<file path="src/hdl/tinycpu_pkg.sv">
// Shared types for the cluster; addresses count 16-bit words and the core bus never writes
package tinycpu_pkg;

    typedef logic [15:0] addr_t;
    typedef logic [15:0] word_t;

    typedef enum logic [3:0] {
        OUT    = 4'd1,  // Emit operand
        OUTLOC = 4'd2,  // Emit low byte of region word
        LI     = 4'd3,  // Load register
        OUTR   = 4'd4,  // Emit register
        HALT   = 4'd5
    } opcode_e;

    // Instruction word layout, MSB first
    typedef struct packed {
        logic [3:0] rsel;
        opcode_e    op;
        logic [7:0] operand;
    } instr_t;

    // Wishbone classic master side
    typedef struct packed {
        logic  cyc;
        logic  stb;
        addr_t adr;
        logic  we;     // Tied low by the cores
        word_t dat_w;  // Unused, no bus writes
    } wb_req_t;

    typedef struct packed {
        logic  ack;
        word_t dat_r;
    } wb_rsp_t;

    typedef struct packed {
        logic       valid;
        logic [7:0] data;
    } out_item_t;

    typedef enum logic [2:0] {
        FETCH,
        EXEC,
        LOAD,   // Data read for OUTLOC
        EMIT,   // Waiting on a free output slot
        HALTED
    } core_state_e;

endpackage

</file>
<file path="src/hdl/prog_mem.sv">
// Program memory; MEM_WORDS must be a power of two, addresses wrap, bus side is read-only
module prog_mem #(
    parameter int MEM_WORDS = 256
) (
    input  logic                 clk,
    input  logic                 rst,
    input  tinycpu_pkg::wb_req_t bus_req,
    output tinycpu_pkg::wb_rsp_t bus_rsp,
    input  logic                 load_en,
    input  tinycpu_pkg::addr_t   load_addr,
    input  tinycpu_pkg::word_t   load_data
);

    localparam int AW = (MEM_WORDS > 1) ? $clog2(MEM_WORDS) : 1;

    tinycpu_pkg::word_t mem [MEM_WORDS];
    tinycpu_pkg::word_t rd_data;
    logic               ack_q;
    logic               rd_req;

    // No second ack while stb is still held in the ack cycle
    assign rd_req = bus_req.cyc && bus_req.stb && !ack_q;

    always_ff @(posedge clk or posedge rst) begin
        if (rst)
            ack_q <= 1'b0;
        else
            ack_q <= rd_req;
    end

    always_ff @(posedge clk) begin
        if (load_en)
            mem[load_addr[AW-1:0]] <= load_data;  // Loader only
        if (rd_req)
            rd_data <= mem[bus_req.adr[AW-1:0]];
    end

    assign bus_rsp = '{ack: ack_q, dat_r: rd_data};

endmodule

</file>
<file path="config.mk">
export PLATFORM = sky130hd
export DESIGN_NAME = prog_mem
export DESIGN_NICKNAME = d
export VERILOG_FILES = /design/src/hdl/tinycpu_pkg.sv /design/src/hdl/prog_mem.sv
export SDC_FILE = /design/constraint.sdc
export NUM_CORES = 2
export LEC_CHECK = 0
export ABC_CLOCK_PERIOD_IN_PS = 2500
export BUFFER_PORTS_ARGS = -buffer_cell sky130_fd_sc_hd__buf_2
export CORE_MARGIN = 2
export CORE_UTILIZATION = 51
export DETAILED_ROUTE_END_ITERATION = 12
export PLACE_DENSITY = 0.69
export REMOVE_ABC_BUFFERS = 1
export SYNTH_ARGS = -nofsm -noshare
export SYNTH_HDL_FRONTEND = slang
export SYNTH_SLANG_ARGS = --single-unit
</file>
<file path="constraint.sdc">
create_clock -name clk -period 2.5 [get_ports clk]
set_input_delay 0.5 -clock clk [delete_from_list [all_inputs] [get_ports clk]]
set_output_delay 0.5 -clock clk [all_outputs]
set_load 0.02 [all_outputs]
</file>
==> out/results.txt <==
Clk Latency, worst-skew pair -> 1000 ps
IR drop worst, VDD -> 0.617 mV
Max-Slew Margin vs Limit -> 39.1%
Power, Total -> 143 mW
predominant post-synthesis flop cell -> edfxtp_1
Max-Cap Viols -> 0
#FFs+latches synth -> 4,113
failing checks -> negative setup slack
count of clock tree sinks -> 4,113
setup_tns -> -414 ps
die height -> 564 um
Area Overhead vs Synth -> 18.8%
WL/cell -> 32.6 um
Starting Density -> 51.2%
Synth Warn # -> 0
fraction of registers with async set or reset after synthesis -> 0.0243%
LEAKAGE -> 61.8 nW
Die W -> 564 um
number of library cell types mapped by synthesis -> 61
RSZ-0062 raised after global routing -> true
Post-Syn Instances -> 7,408
worst min-delay path category -> in2reg
Post-Route Utilization -> 60.8%
RePlAce Congestion -> 0.894
CTS Buf Count -> 406
first-pass GRT wire length -> 607 mm
leading cell type in the layout, fill and taps excluded -> edfxtp_1
CTS tree -> done
worst endpoint required time -> 3220 ps
CP max stage delay -> 590 ps
remaining antenna violation count -> 0
Max Clock Freq -> 0.371 GHz
Pre-antenna DRT Iters -> 6
total power divided by cell area -> 755 nW/um^2
EDFF count, synth -> 4,112
vias per cell -> 6.36
Via Count -> 83,400
CP most frequent cell -> mux4_2
crit path kind -> reg2reg
min cycle time layout -> 2690 ps
site row count -> 205
critical path peak fanout -> 1
nature of the critical path endpoint -> flip-flop
Fillers -> 21,200
register area share after synthesis -> 77.3%
Mapped Area -> 160,000 sq um
Root Buffer -> clkbuf_16
Slew Limit Fails -> 0
Final setup viols -> 6
Reg clk slew, reported paths -> 60 ps
Layout Skew -> 65.1 ps
Die Area -> 318,000 sq um
CP startpoint kind -> flip-flop
layout cell share with drive strength beyond 1 -> 30.7%
post-detailed-routing wire length -> 428 mm
initial antenna violation count -> 21
drt drc -> 0
final hold viol count -> 0
slowest CP cell -> mux4_2
vias in the first global route -> 82,700
most frequent cells in the layout -> edfxtp_1, buf_4, mux4_2
Top-Level Pins -> 87
Critical Path AT -> 3410 ps
gr usage total -> 26.7%
status -> finished with violations
Synth Area per Inst -> 21.6 sq um
setup ws final -> -193 ps
Post-DP HPWL -> 267 mm
H-Tree Depth -> 5
core area -> 312,000 sq um
Max Root-Sink Buffers -> 4
GRT overflow -> 0
nets -> 8,683
crit-path cells -> mux4_2, mux4_2, mux2i_2, nor2_2, nor4_4, buf_4, nor4_2
initial drt markers -> 12,000
I/O Buffers -> 53
largest net degree at the start of global routing -> 122
actual slew at the worst max-slew pin -> 913 ps
Final Cycle Share -> 108%
## path summary, 6_finish.rpt
| path | startpoint | end | slack [ps] | cells past startpoint |
|---|---|---|---|---|
| min in group asynchronous | rst | ack_q | 490 | 4 |
| setup reg to reg | mem[149][8] | rd_data[8] | -190 | 7 |
| max in group asynchronous | rst | ack_q | 1920 | 4 |
| hold / removal | load_data[10] | mem[125][10] | 40 | 1 |
| setup / recovery | mem[149][8] | rd_data[8] | -190 | 7 |
| hold reg to reg | ack_q | ack_q | 770 | 2 |
## what timing repair did
| item | in CTS | in global routing |
|---|---|---|
| setup buffers | 4 | 0 |
| hold buffers | 17 | 0 |
| endpoints found under the hold margin | 413 | 0 |
| cloned | 1 | 2 |
| endpoints found under the setup margin | 17 | 16 |
| pin swaps | 21 | 33 |
| resized for setup | 83 | 63 |
## area by class of cell
cell class              count  area, sq um  share of cell area (%)
well taps                4140         5180                    2.73
inverters                   4         25.0                  0.0132
multi-input cells        2835        33800                    17.8
clock inverters           239         2200                    1.16
diodes                     17         42.5                  0.0224
flip-flops and latches   4113       124000                    65.1
repair buffers           1253        14400                    7.58
clock buffers             498        10600                    5.58
## flip-flops by register name (all words and copies together), names as in the netlist
register	count
mem	4096
rd_data	16
ack_q	1
## synthesized netlist by cell type (6+ instances only)
master     number  area (sq um)
nor2_1        373          1400
buf_1          38           143
o211ai_1       12          90.1
a2111oi_0       7          61.3
nand2b_1       22           138
or3_1           6          37.5
o22ai_1       183          1140
edfxtp_1     4112        123000
nor3_1        145           726
nand3_1        25           125
a22oi_1        40           300
buf_2          82           410
buf_4          31           233
buf_12         10           200
nand2_1        58           218
a211oi_1       46           345
a22o_1         27           236
a211oi_2        6          75.1
a21oi_1       113           566
buf_6          68           766
nand4_1        21           131
mux2_2         33           372
and2_1         12          75.1
a221o_1         8          80.1
nor2b_1        14          87.6
o21ai_0        37           185
buf_8          47           706
mux2i_1       534          5350
or4_1           7          52.6
nor4_1         32           200
clkbuf_1      168           631
nor3b_1         6          45.0
mux4_2        776         17500
o22a_1          9          78.8
mux4_1         58          1520
a21o_1          8          60.1
o221ai_1      122          1070
or2_2           6          37.5
a221oi_1       50           438
## per-layer routing
| metal | track usage (%) | vias up | share of wire (%) |
|---|---|---|---|
| li1 | - | 33900 | - |
| met1 | 37.2 | 43800 | 38 |
| met2 | 42.4 | 4900 | 48 |
| met3 | 4.14 | 799 | 9.6 |
| met4 | 11.8 | 6 | 4.8 |
| met5 | 0 | - | 0.016 |
## worst max-delay path: cells and delay by family (launching register included)
kind | cells | cell delay (ps)
buf+inv | 1 | 220
flops | 1 | 370
mux | 3 | 1270
simple gates | 3 | 580
## kinds of logic (layout without fill, tap and decap cells)
family	count (synthesis)	in the layout	share of synthesized area [%]
and+or+nand+nor	743	743	2.13
DFF	4113	4113	77.3
muxes	1401	1401	15.5
AOI/OAI and AO/OA	691	691	3.08
buffers and inverters	460	1994	2.02
other	0	17	0
## power breakdown
part / total [mW] / switching (mW) / internal, mW / leakage (nW)
combinational: 8.37 / 5.01 / 3.37 / 18.7
clock: 58.8 / 25.9 / 32.9 / 6.20
sequential: 76.1 / 0.0930 / 76.0 / 37.0
total: 143 / 31.0 / 112 / 61.8
## stage by stage
step / hold WS, ps / area, sq um / std cells / setup slack [ps]
final: 38.7 / 190000 / 13100 / -193
after global routing: 25.3 / 190000 / 13100 / -167
after CTS: 3.54 / 189000 / 13100 / -207
after detailed placement: 339 / 176000 / 12300 / -1650
after global placement: 336 / 176000 / 12300 / -1640
after floorplan: 229 / 157000 / 6952 / -3270
Power figures use the tool's default switching activity.
