**config.mk**
```make
export PLATFORM = sky130hd
export DESIGN_NAME = tinycpu_core
export DESIGN_NICKNAME = d
export VERILOG_FILES = /design/src/hdl/tinycpu_pkg.sv /design/src/hdl/tinycpu_core.sv
export SDC_FILE = /design/constraint.sdc
export NUM_CORES = 1
export LEC_CHECK = 0
export BUFFER_PORTS_ARGS = -buffer_cell sky130_fd_sc_hd__buf_2
export CAP_MARGIN = 20
export CELL_PAD_IN_SITES_DETAIL_PLACEMENT = 0
export CELL_PAD_IN_SITES_GLOBAL_PLACEMENT = 1
export CORE_MARGIN = 1
export CORE_UTILIZATION = 50
export CTS_CLUSTER_SIZE = 30
export DETAILED_ROUTE_END_ITERATION = 10
export PLACE_DENSITY_LB_ADDON = 0.1
export SYNTH_ARGS = -nofsm -noshare
export SYNTH_HDL_FRONTEND = slang
export SYNTH_SLANG_ARGS = --single-unit
export TNS_END_PERCENT = 10
```
**constraint.sdc**
```tcl
create_clock -name clk -period 7.56 [get_ports clk]
set_clock_uncertainty 0.2 [all_clocks]
set_input_delay 0.756 -clock clk [delete_from_list [all_inputs] [get_ports clk]]
set_output_delay 0.756 -clock clk [all_outputs]
set_load 0.03 [all_outputs]
```
**src/hdl/tinycpu_pkg.sv**
```systemverilog
// Shared types for the cluster; addresses count 16-bit words and the core bus never writes
package tinycpu_pkg;

    typedef logic [15:0] addr_t;
    typedef logic [15:0] word_t;

    typedef enum logic [3:0] {
        OUT    = 4'd1,  // Emit operand
        OUTLOC = 4'd2,  // Emit low byte of region word
        LI     = 4'd3,  // Load register
        OUTR   = 4'd4,  // Emit register
        HALT   = 4'd5
    } opcode_e;

    // Instruction word layout, MSB first
    typedef struct packed {
        logic [3:0] rsel;
        opcode_e    op;
        logic [7:0] operand;
    } instr_t;

    // Wishbone classic master side
    typedef struct packed {
        logic  cyc;
        logic  stb;
        addr_t adr;
        logic  we;     // Tied low by the cores
        word_t dat_w;  // Unused, no bus writes
    } wb_req_t;

    typedef struct packed {
        logic  ack;
        word_t dat_r;
    } wb_rsp_t;

    typedef struct packed {
        logic       valid;
        logic [7:0] data;
    } out_item_t;

    typedef enum logic [2:0] {
        FETCH,
        EXEC,
        LOAD,   // Data read for OUTLOC
        EMIT,   // Waiting on a free output slot
        HALTED
    } core_state_e;

endpackage

```
**src/hdl/tinycpu_core.sv**
```systemverilog
// Core stays idle until run rises once; OUTLOC reads START_ADDR plus operand, bad opcodes fault
module tinycpu_core #(
    parameter tinycpu_pkg::addr_t START_ADDR = '0
) (
    input  logic                   clk,
    input  logic                   rst,
    input  logic                   run,
    output tinycpu_pkg::wb_req_t   wb_req,
    input  tinycpu_pkg::wb_rsp_t   wb_rsp,
    output tinycpu_pkg::out_item_t out_item,
    input  logic                   slot_full,
    output logic                   halted,
    output logic                   fault
);

    tinycpu_pkg::core_state_e state;
    tinycpu_pkg::core_state_e state_d;
    tinycpu_pkg::addr_t       pc;
    tinycpu_pkg::addr_t       bus_adr;
    tinycpu_pkg::instr_t      instr;

    logic       running;
    logic       bus_active;
    logic [7:0] regs [16];
    logic [7:0] emit_data;
    logic [7:0] exec_byte;
    logic [7:0] byte_d;
    logic       out_valid_q;

    logic pc_inc;
    logic emit_now;
    logic instr_we;
    logic byte_we;
    logic reg_we;
    logic fault_set;

    assign exec_byte = (instr.op == tinycpu_pkg::OUTR) ? regs[instr.rsel] : instr.operand;

    always_comb begin
        state_d   = state;
        pc_inc    = 1'b0;
        emit_now  = 1'b0;
        instr_we  = 1'b0;
        byte_we   = 1'b0;
        byte_d    = exec_byte;
        reg_we    = 1'b0;
        fault_set = 1'b0;
        case (state)
            tinycpu_pkg::FETCH: begin
                if (wb_rsp.ack) begin
                    instr_we = 1'b1;
                    state_d  = tinycpu_pkg::EXEC;
                end
            end
            tinycpu_pkg::EXEC: begin
                case (instr.op)
                    tinycpu_pkg::OUT, tinycpu_pkg::OUTR: begin
                        byte_we = 1'b1;
                        if (slot_full) begin
                            state_d = tinycpu_pkg::EMIT;  // Park the byte
                        end else begin
                            emit_now = 1'b1;
                            pc_inc   = 1'b1;
                            state_d  = tinycpu_pkg::FETCH;
                        end
                    end
                    tinycpu_pkg::LI: begin
                        reg_we  = 1'b1;
                        pc_inc  = 1'b1;
                        state_d = tinycpu_pkg::FETCH;
                    end
                    tinycpu_pkg::OUTLOC: state_d = tinycpu_pkg::LOAD;
                    tinycpu_pkg::HALT:   state_d = tinycpu_pkg::HALTED;
                    default: begin
                        fault_set = 1'b1;
                        state_d   = tinycpu_pkg::HALTED;
                    end
                endcase
            end
            tinycpu_pkg::LOAD: begin
                if (wb_rsp.ack) begin
                    byte_we = 1'b1;
                    byte_d  = wb_rsp.dat_r[7:0];
                    state_d = tinycpu_pkg::EMIT;
                end
            end
            tinycpu_pkg::EMIT: begin
                if (!slot_full) begin
                    emit_now = 1'b1;
                    pc_inc   = 1'b1;
                    state_d  = tinycpu_pkg::FETCH;
                end
            end
            default: state_d = state;  // HALTED is terminal
        endcase
    end

    always_ff @(posedge clk or posedge rst) begin
        if (rst) begin
            state       <= tinycpu_pkg::FETCH;
            running     <= 1'b0;
            pc          <= START_ADDR;
            out_valid_q <= 1'b0;
            fault       <= 1'b0;
        end else begin
            if (run)
                running <= 1'b1;
            state       <= state_d;
            out_valid_q <= emit_now;
            if (pc_inc)
                pc <= pc + 16'd1;
            if (fault_set)
                fault <= 1'b1;
        end
    end

    always_ff @(posedge clk) begin
        if (instr_we)
            instr <= tinycpu_pkg::instr_t'(wb_rsp.dat_r);
        if (byte_we)
            emit_data <= byte_d;
        if (reg_we)
            regs[instr.rsel] <= instr.operand;
    end

    // OUTLOC data sits in this core's region
    assign bus_adr    = (state == tinycpu_pkg::LOAD) ? START_ADDR + {8'h00, instr.operand} : pc;
    assign bus_active = running && (state == tinycpu_pkg::FETCH || state == tinycpu_pkg::LOAD);

    assign wb_req = '{cyc: bus_active, stb: bus_active, adr: bus_adr, we: 1'b0, dat_w: '0};
    assign out_item = '{valid: out_valid_q, data: emit_data};
    assign halted   = (state == tinycpu_pkg::HALTED);

    a_stb_hold: assert property (@(posedge clk) disable iff (rst)
        wb_req.stb && !wb_rsp.ack |=> wb_req.stb && $stable(wb_req.adr));

    // The slot is freed only by the collector, so a registered emit must still find it empty
    a_emit_free: assert property (@(posedge clk) disable iff (rst)
        out_item.valid |-> !slot_full);

endmodule

```
==> flow_metrics.env, run 1 <==
export IMPL_status="complete, but fails checks"
export IMPL_violations="design-rule violations"
export IMPL_cts_buffers=17
export IMPL_peakVddDrop_v=0.000222
export IMPL_drt_met1_wl_microns=6590
export IMPL_routed_top_layer="met4"
export IMPL_coreArea_sq_mm=0.0146
export IMPL_ys_types=47
export IMPL_synth_area_sq_mm=0.00753
export IMPL_hold_viol=0
export IMPL_synth_edf_count=152
export IMPL_dp_slack_ns=4.52
export IMPL_placedCellCount=647
export IMPL_drv_cap=0
export IMPL_postRouteAntennaNets=0
export IMPL_die_w_microns=125
export IMPL_whs_path_depth=1
export IMPL_routed_wl_microns=14600
export IMPL_worstHoldStart="running"
export IMPL_grt_pass1_vias=3821
export IMPL_finalCritPeriodShare=0.399
export IMPL_io_buffers=49
export IMPL_slew_violations=0
export IMPL_rows=44
export IMPL_timing_rr_start="state[0]"
export IMPL_initial_utilization=0.514
export IMPL_finalSetupTns_ns=0
export IMPL_drive_gt1_frac=0.270
export IMPL_worstMarginPinSlew_ns=0.960
export IMPL_post_cts_setup_buffer_count=0
export IMPL_nets=506
export IMPL_drc_errors=14
export IMPL_wl_met2_microns=7200
export IMPL_max_freq_ghz=0.332
export IMPL_syn_avg_cell_area_sq_um=17.7
export IMPL_timing_final_crit_period_ns=3.01
export IMPL_syn_inst=426
export IMPL_seq_area_frac_synth=0.690
export IMPL_leakage_nw=3.01
export IMPL_cts_sinks=178
export IMPL_yosysWarningCount=0
export IMPL_area_delta_synth_final_pct=12.4
export IMPL_htree_levels=4
export IMPL_max_stage_delay_ns=0.55
export IMPL_n_antenna_cell=0
export IMPL_cellPowerDensity_mw_per_mm2=242
export IMPL_p_total_w=0.00205
export IMPL_antenna_found_initial=0
export IMPL_path_cells="nor3b_2, buf_6, mux2_2, buf_2"
export IMPL_ys_async_sr_fraction=0.124
export IMPL_grt_max_degree=32
export IMPL_cts_hold_buffers=0
export IMPL_drt_pass1_iterations=7
export IMPL_rsz0062_at_grt="no"
export IMPL_synthFlopType="edfxtp_1"
export IMPL_grt_overflow=0
export IMPL_n_fill_cell=1156
export IMPL_slew_headroom=0.358
export IMPL_setup_slack_ns=4.55
export IMPL_route_met3_wl_microns=609
export IMPL_final_common_cell="edfxtp_1"
export IMPL_viasPerCell=5.68
export IMPL_finalWeightedCongestion=0.791
export IMPL_ff2ff_setup_slack_ns=4.79
export IMPL_critical_path_class="reg -> out"
export IMPL_final_setup_viol_count=0
export IMPL_grt_usage=0.204
export IMPL_ctsResizeCount=0
export IMPL_clock_root_buffer="clkbuf_16"
export IMPL_crit_fanout=15
export IMPL_hpwlAfterDp_microns=9130
export IMPL_clk_latency_ns=0.44
export IMPL_fin_cells=680
export IMPL_arrival_ns=2.06
export IMPL_clk_pin_slew_worst_paths_ns=0.07
export IMPL_die_h_microns=125
export IMPL_ys_ff_latch=178
export IMPL_grt_pass1_wl_microns=22600
export IMPL_critPathRequiredTime_ns=6.60
export IMPL_clock_path_buffers=2
export IMPL_io_pins=67
export IMPL_dieArea_sq_mm=0.0156
export IMPL_rr_endpoint="regs[12][5]"
export IMPL_cts_tree="yes"
export IMPL_reg2reg_depth=4
export IMPL_hold_path_class="reg -> reg"
export IMPL_finish_utilization=0.578
export IMPL_drt_iter0_drc=313
export IMPL_most_common_layout_cells="edfxtp_1 (152), buf_2 (49), mux2_2 (27)"
export IMPL_critPathSlowestCell="dfrtp_1"
export IMPL_via_count=3859
export IMPL_critPathCaptureType="output pin"
export IMPL_hold_end="running"
export IMPL_critPathLaunchType="register"
export IMPL_post_drt_wl_per_cell_microns=21.5
[synthesized netlist by cell type, drive strengths merged, types with 7 or more instances]
master    n  area [sq um]
mux4     32           796
mux2     27           304
edfxtp  152          4560
o22ai     7          43.8
nand3    11          55.1
nor2     16          60.1
buf      33           256
nand2    12          45.0
nor3      9          45.0
nor2b    12          75.1
xnor2    14           123
dfrtp    22           551
a21oi    11          55.1
o21ai    10          50.1
[cell families (layout without fill, tap and decap cells)]
kind of cell	after synthesis	after routing	synth area share
compound gates	36	36	0.0296
xor+xnor	15	15	0.0174
fa+ha+maj	1	1	0.00166
buf+inv	43	97	0.0430
flops	178	178	0.690
mux	61	61	0.149
other cells	1	17	0.000498
simple gates	91	91	0.0696
[power by group]
| group | switching [W] | leakage, nW | internal, W |
|---|---|---|---|
| combinational | 0.0000505 | 1.05 | 0.0000240 |
| sequential | 0.0000169 | 1.69 | 0.00106 |
| clock | 0.000349 | 0.279 | 0.000549 |
[flip-flops by register name, summed over array words and instances (netlist names), named ones only]
signal	cells
state	3
regs	128
out_valid_q	1
instr	16
running	1
emit_data	8
fault	1
pc	16
[area by class of cell]
class	count	area, sq um	share of cell area
Clock inverter	10	160	0.0189
Inverter	5	18.8	0.00222
Clock buffer	21	440	0.0520
Tap cell	184	230	0.0272
Timing Repair Buffer	61	339	0.0400
Sequential cell	178	5200	0.614
Multi-Input combinational cell	221	2080	0.246
[through the flow]
step	cell area, sq um	hold slack [ns]
after global placement	7850	0.251
after global routing	8470	0.282
after floorplan	7590	0.230
final	8470	0.264
after detailed placement	7850	0.248
after CTS	8450	0.263
[worst max-delay path by stage]
stage                     slack (ns)  startpoint    endpoint
after global routing            4.46    state[1]  wb_req[20]
after floorplan                 4.88  wb_rsp[16]    register
final                           4.55    state[1]  wb_req[21]
after CTS                       4.07    state[1]  wb_req[20]
after detailed placement        4.52    state[1]  wb_req[23]
after global placement          4.62    state[1]  wb_req[18]
[metal layers]
metal  GRT usage  up-vias
met1       0.284     1994
met3      0.0455       15
li1            -     1761
met5           0        -
met2       0.314       89
met4      0.0777        0
[critical path, delay by kind of cell, from the launching register on]
kind | cells | cell delay [ns]
buffers and inverters | 2 | 0.39
and+or+nand+nor | 1 | 0.33
muxes | 1 | 0.35
DFF | 1 | 0.55
(Power assumes the default switching activity.)
==> run 2, diff against run 1 <==
--- a/config.mk
+++ b/config.mk
@@ -5,12 +5,13 @@
 export SDC_FILE = /design/constraint.sdc
 export NUM_CORES = 1
 export LEC_CHECK = 0
+export ABC_AREA = 1
 export BUFFER_PORTS_ARGS = -buffer_cell sky130_fd_sc_hd__buf_2
 export CAP_MARGIN = 20
 export CELL_PAD_IN_SITES_DETAIL_PLACEMENT = 0
 export CELL_PAD_IN_SITES_GLOBAL_PLACEMENT = 1
 export CORE_MARGIN = 1
-export CORE_UTILIZATION = 50
+export CORE_UTILIZATION = 47
 export CTS_CLUSTER_SIZE = 30
 export DETAILED_ROUTE_END_ITERATION = 10
 export PLACE_DENSITY_LB_ADDON = 0.1
==> constraint.sdc (replaced) <==
create_clock -name clk -period 2.9 [get_ports clk]
set_clock_uncertainty 0.2 [all_clocks]
set_input_delay 0.29 -clock clk [delete_from_list [all_inputs] [get_ports clk]]
set_output_delay 0.29 -clock clk [all_outputs]
set_load 0.03 [all_outputs]
==> run 2 against run 1 <==
Effect of this change: the run now ends clean; sequential power grew to 2.8 times the previous value; non-clock buffer count is 32 higher; clock power grew to 2.5 times the previous value; count of clock-buffer cells in the layout is 1 lower; global-route usage is 2.6 points higher; sequential share of layout area is 5.9 points lower; hold slack worse by 0.20 ns; first-iteration DRC count is 28% higher; routed wire length is 33% higher; register-to-register slack worse by 4.3 ns; final area is 11% higher; largest cell class unchanged; largest power group unchanged.
==> flow_metrics.env, run 2 <==
export IMPL_status="completed"
export IMPL_finalWeightedCongestion=0.896
export IMPL_n_antenna_cell=0
export IMPL_worstMarginPinSlew_ns=0.982
export IMPL_dieArea_sq_mm=0.0178
export IMPL_postRouteAntennaNets=0
export IMPL_die_h_microns=134
export IMPL_p_total_w=0.00617
export IMPL_max_freq_ghz=0.406
export IMPL_critPathCaptureType="output pin"
export IMPL_synth_area_leaders="edfxtp_1 (56%), nand2_1 (13%), dfrtp_1 (6.8%)"
export IMPL_largest_register="regs"
export IMPL_cts_buffers=17
export IMPL_finalSetupTns_ns=0
export IMPL_leakage_nw=4.05
export IMPL_hold_path_class="in -> reg"
export IMPL_grt_pass1_wl_microns=30100
export IMPL_drt_iter0_drc=402
export IMPL_die_w_microns=134
export IMPL_slew_headroom=0.345
export IMPL_arrival_ns=1.98
export IMPL_grt_max_degree=49
export IMPL_crit_fanout=14
export IMPL_yosysTopAreaCell="edfxtp_1"
export IMPL_timing_final_crit_period_ns=2.47
export IMPL_htree_levels=4
export IMPL_ctsResizeCount=0
export IMPL_drv_cap=0
export IMPL_ys_ff_latch=178
export IMPL_seq_area_frac_synth=0.638
export IMPL_clk_pin_slew_worst_paths_ns=0.06
export IMPL_place_area_sq_mm=0.00861
export IMPL_post_drt_wl_per_cell_microns=17.0
export IMPL_clock_path_buffers=2
export IMPL_critPathRequiredTime_ns=2.41
export IMPL_drive_gt1_frac=0.133
export IMPL_largest_reg_flops=128
export IMPL_grt_overflow=0
export IMPL_synth_edf_count=152
export IMPL_final_common_cell="nand2_1"
export IMPL_nets=936
export IMPL_via_count=5749
export IMPL_synthFlopType="edfxtp_1"
export IMPL_cts_tree="yes"
export IMPL_drt_pass1_iterations=5
export IMPL_yosys_cell_count_top_type="nand2_1"
export IMPL_coreArea_sq_mm=0.0168
export IMPL_area_delta_synth_final_pct=15.1
export IMPL_viasPerCell=5.02
export IMPL_syn_inst=835
export IMPL_synth_area_sq_mm=0.00814
export IMPL_synth_top_cells_by_count="nand2_1 (283), edfxtp_1 (152), inv_1 (110)"
export IMPL_reg_top3="regs (128), instr (16), pc (16)"
export IMPL_io_buffers=49
export IMPL_grt_pass1_vias=5656
export IMPL_yosysTopAreaCellShare=0.561
export IMPL_drc_errors=0
export IMPL_finish_utilization=0.559
export IMPL_syn_avg_cell_area_sq_um=9.74
export IMPL_rows=47
export IMPL_critPathLaunchType="register"
export IMPL_critPathSlowestCell="dfrtp_1"
export IMPL_routed_wl_microns=19500
export IMPL_critical_path_class="reg -> out"
export IMPL_n_fill_cell=1488
export IMPL_clock_root_buffer="clkbuf_16"
export IMPL_ys_async_sr_fraction=0.124
export IMPL_clk_latency_ns=0.43
export IMPL_whs_ns=0.0680
export IMPL_cellPowerDensity_mw_per_mm2=658
export IMPL_final_area_sq_mm=0.00937
export IMPL_grt_usage=0.229
export IMPL_path_cells="nor2_1, inv_1, nor2_4, buf_4, nand2_1, o21ai_0, buf_2"
export IMPL_finalCritPeriodShare=0.850
export IMPL_peakVddDrop_v=0.000451
export IMPL_rsz0062_at_grt="no"
export IMPL_yosysWarningCount=0
export IMPL_slew_violations=0
export IMPL_io_pins=67
export IMPL_cts_hold_buffers=18
export IMPL_cts_sinks=178
export IMPL_antenna_found_initial=0
export IMPL_ys_types=33
export IMPL_max_stage_delay_ns=0.43
export IMPL_post_cts_setup_buffer_count=0
export IMPL_most_common_layout_cells="nand2_1 (283), edfxtp_1 (152), inv_1 (110)"
export IMPL_hold_viol=0
export IMPL_hpwlAfterDp_microns=13300
export IMPL_final_setup_viol_count=0
export IMPL_initial_utilization=0.485
## run 2: cell types whose count changed after synthesis, sizes merged, moves of 7 or more
cell	delta
clkbuf	+10
nor2	+24
a21oi	-9
inv	+108
o21ai	+21
mux2	-27
nand3	+99
mux4	-32
xnor2	-14
nor2b	-12
xor2	+8
nand2	+274
o22ai	-7
## run 2: logic make-up after synthesis
family | Yosys count | synth area share
AND/OR/NAND/NOR | 448 | 0.234
flip-flops | 178 | 0.638
buffers and inverters | 163 | 0.0895
AO/OA/AOI/OAI | 35 | 0.0260
XOR/XNOR | 9 | 0.00969
adder cells (fa/ha/maj) | 1 | 0.00154
other | 1 | 0.000461
## run 2: worst paths after layout
check / start / endpoint / slack [ns] / cells past startpoint
setup reg to reg: instr[11] / regs[15][2] / 0.54 / 5
setup / recovery: state[2] / wb_req[22] / 0.43 / 7
hold reg to reg: fault / fault / 0.27 / 1
min in group asynchronous: rst / pc[14] / 0.38 / 3
hold / removal: slot_full / out_valid_q / 0.07 / 4
max in group asynchronous: rst / pc[6] / 1.59 / 3
## run 2: worst max-delay path: cells and delay by family, from the launching register on
| family | cells | cell delay, ns |
|---|---|---|
| AOI/OAI and AO/OA | 1 | 0.10 |
| and+or+nand+nor | 3 | 0.43 |
| DFF | 1 | 0.43 |
| buffers and inverters | 3 | 0.58 |
## run 2: layout make-up
| cell class | instances | area, sq um | share of cell area |
|---|---|---|---|
| timing repair buffer | 93 | 621 | 0.0662 |
| clock inverter | 11 | 139 | 0.0148 |
| inverter | 114 | 428 | 0.0457 |
| sequential | 178 | 5200 | 0.555 |
| multi-input combinational | 510 | 2270 | 0.243 |
| tap | 220 | 275 | 0.0294 |
| clock buffer | 20 | 437 | 0.0466 |
## run 2: per-layer routing
layer  routed length [microns]  part of all wire  up-vias  track usage
met5                         0                 0        -            0
met4                       623             0.032        0       0.0972
met3                      1030             0.053       44       0.0441
met2                      9260              0.48      218        0.371
met1                      8570              0.44     2671        0.302
li1                          -                 -     2816            -
## run 2: report_power, final
part           internal, W  switching (W)  leakage [nW]
clock network      0.00134       0.000931         0.273
logic             0.000265       0.000657          2.10
registers          0.00287       0.000104          1.68
total              0.00447        0.00169          4.05
## run 2: through the flow
stage,setup WS [ns],std cells
finish,0.435,1146
global route,0.241,1146
CTS,0.425,1146
detailed placement,0.564,1097
global placement,0.552,1097
floorplan,0.901,851
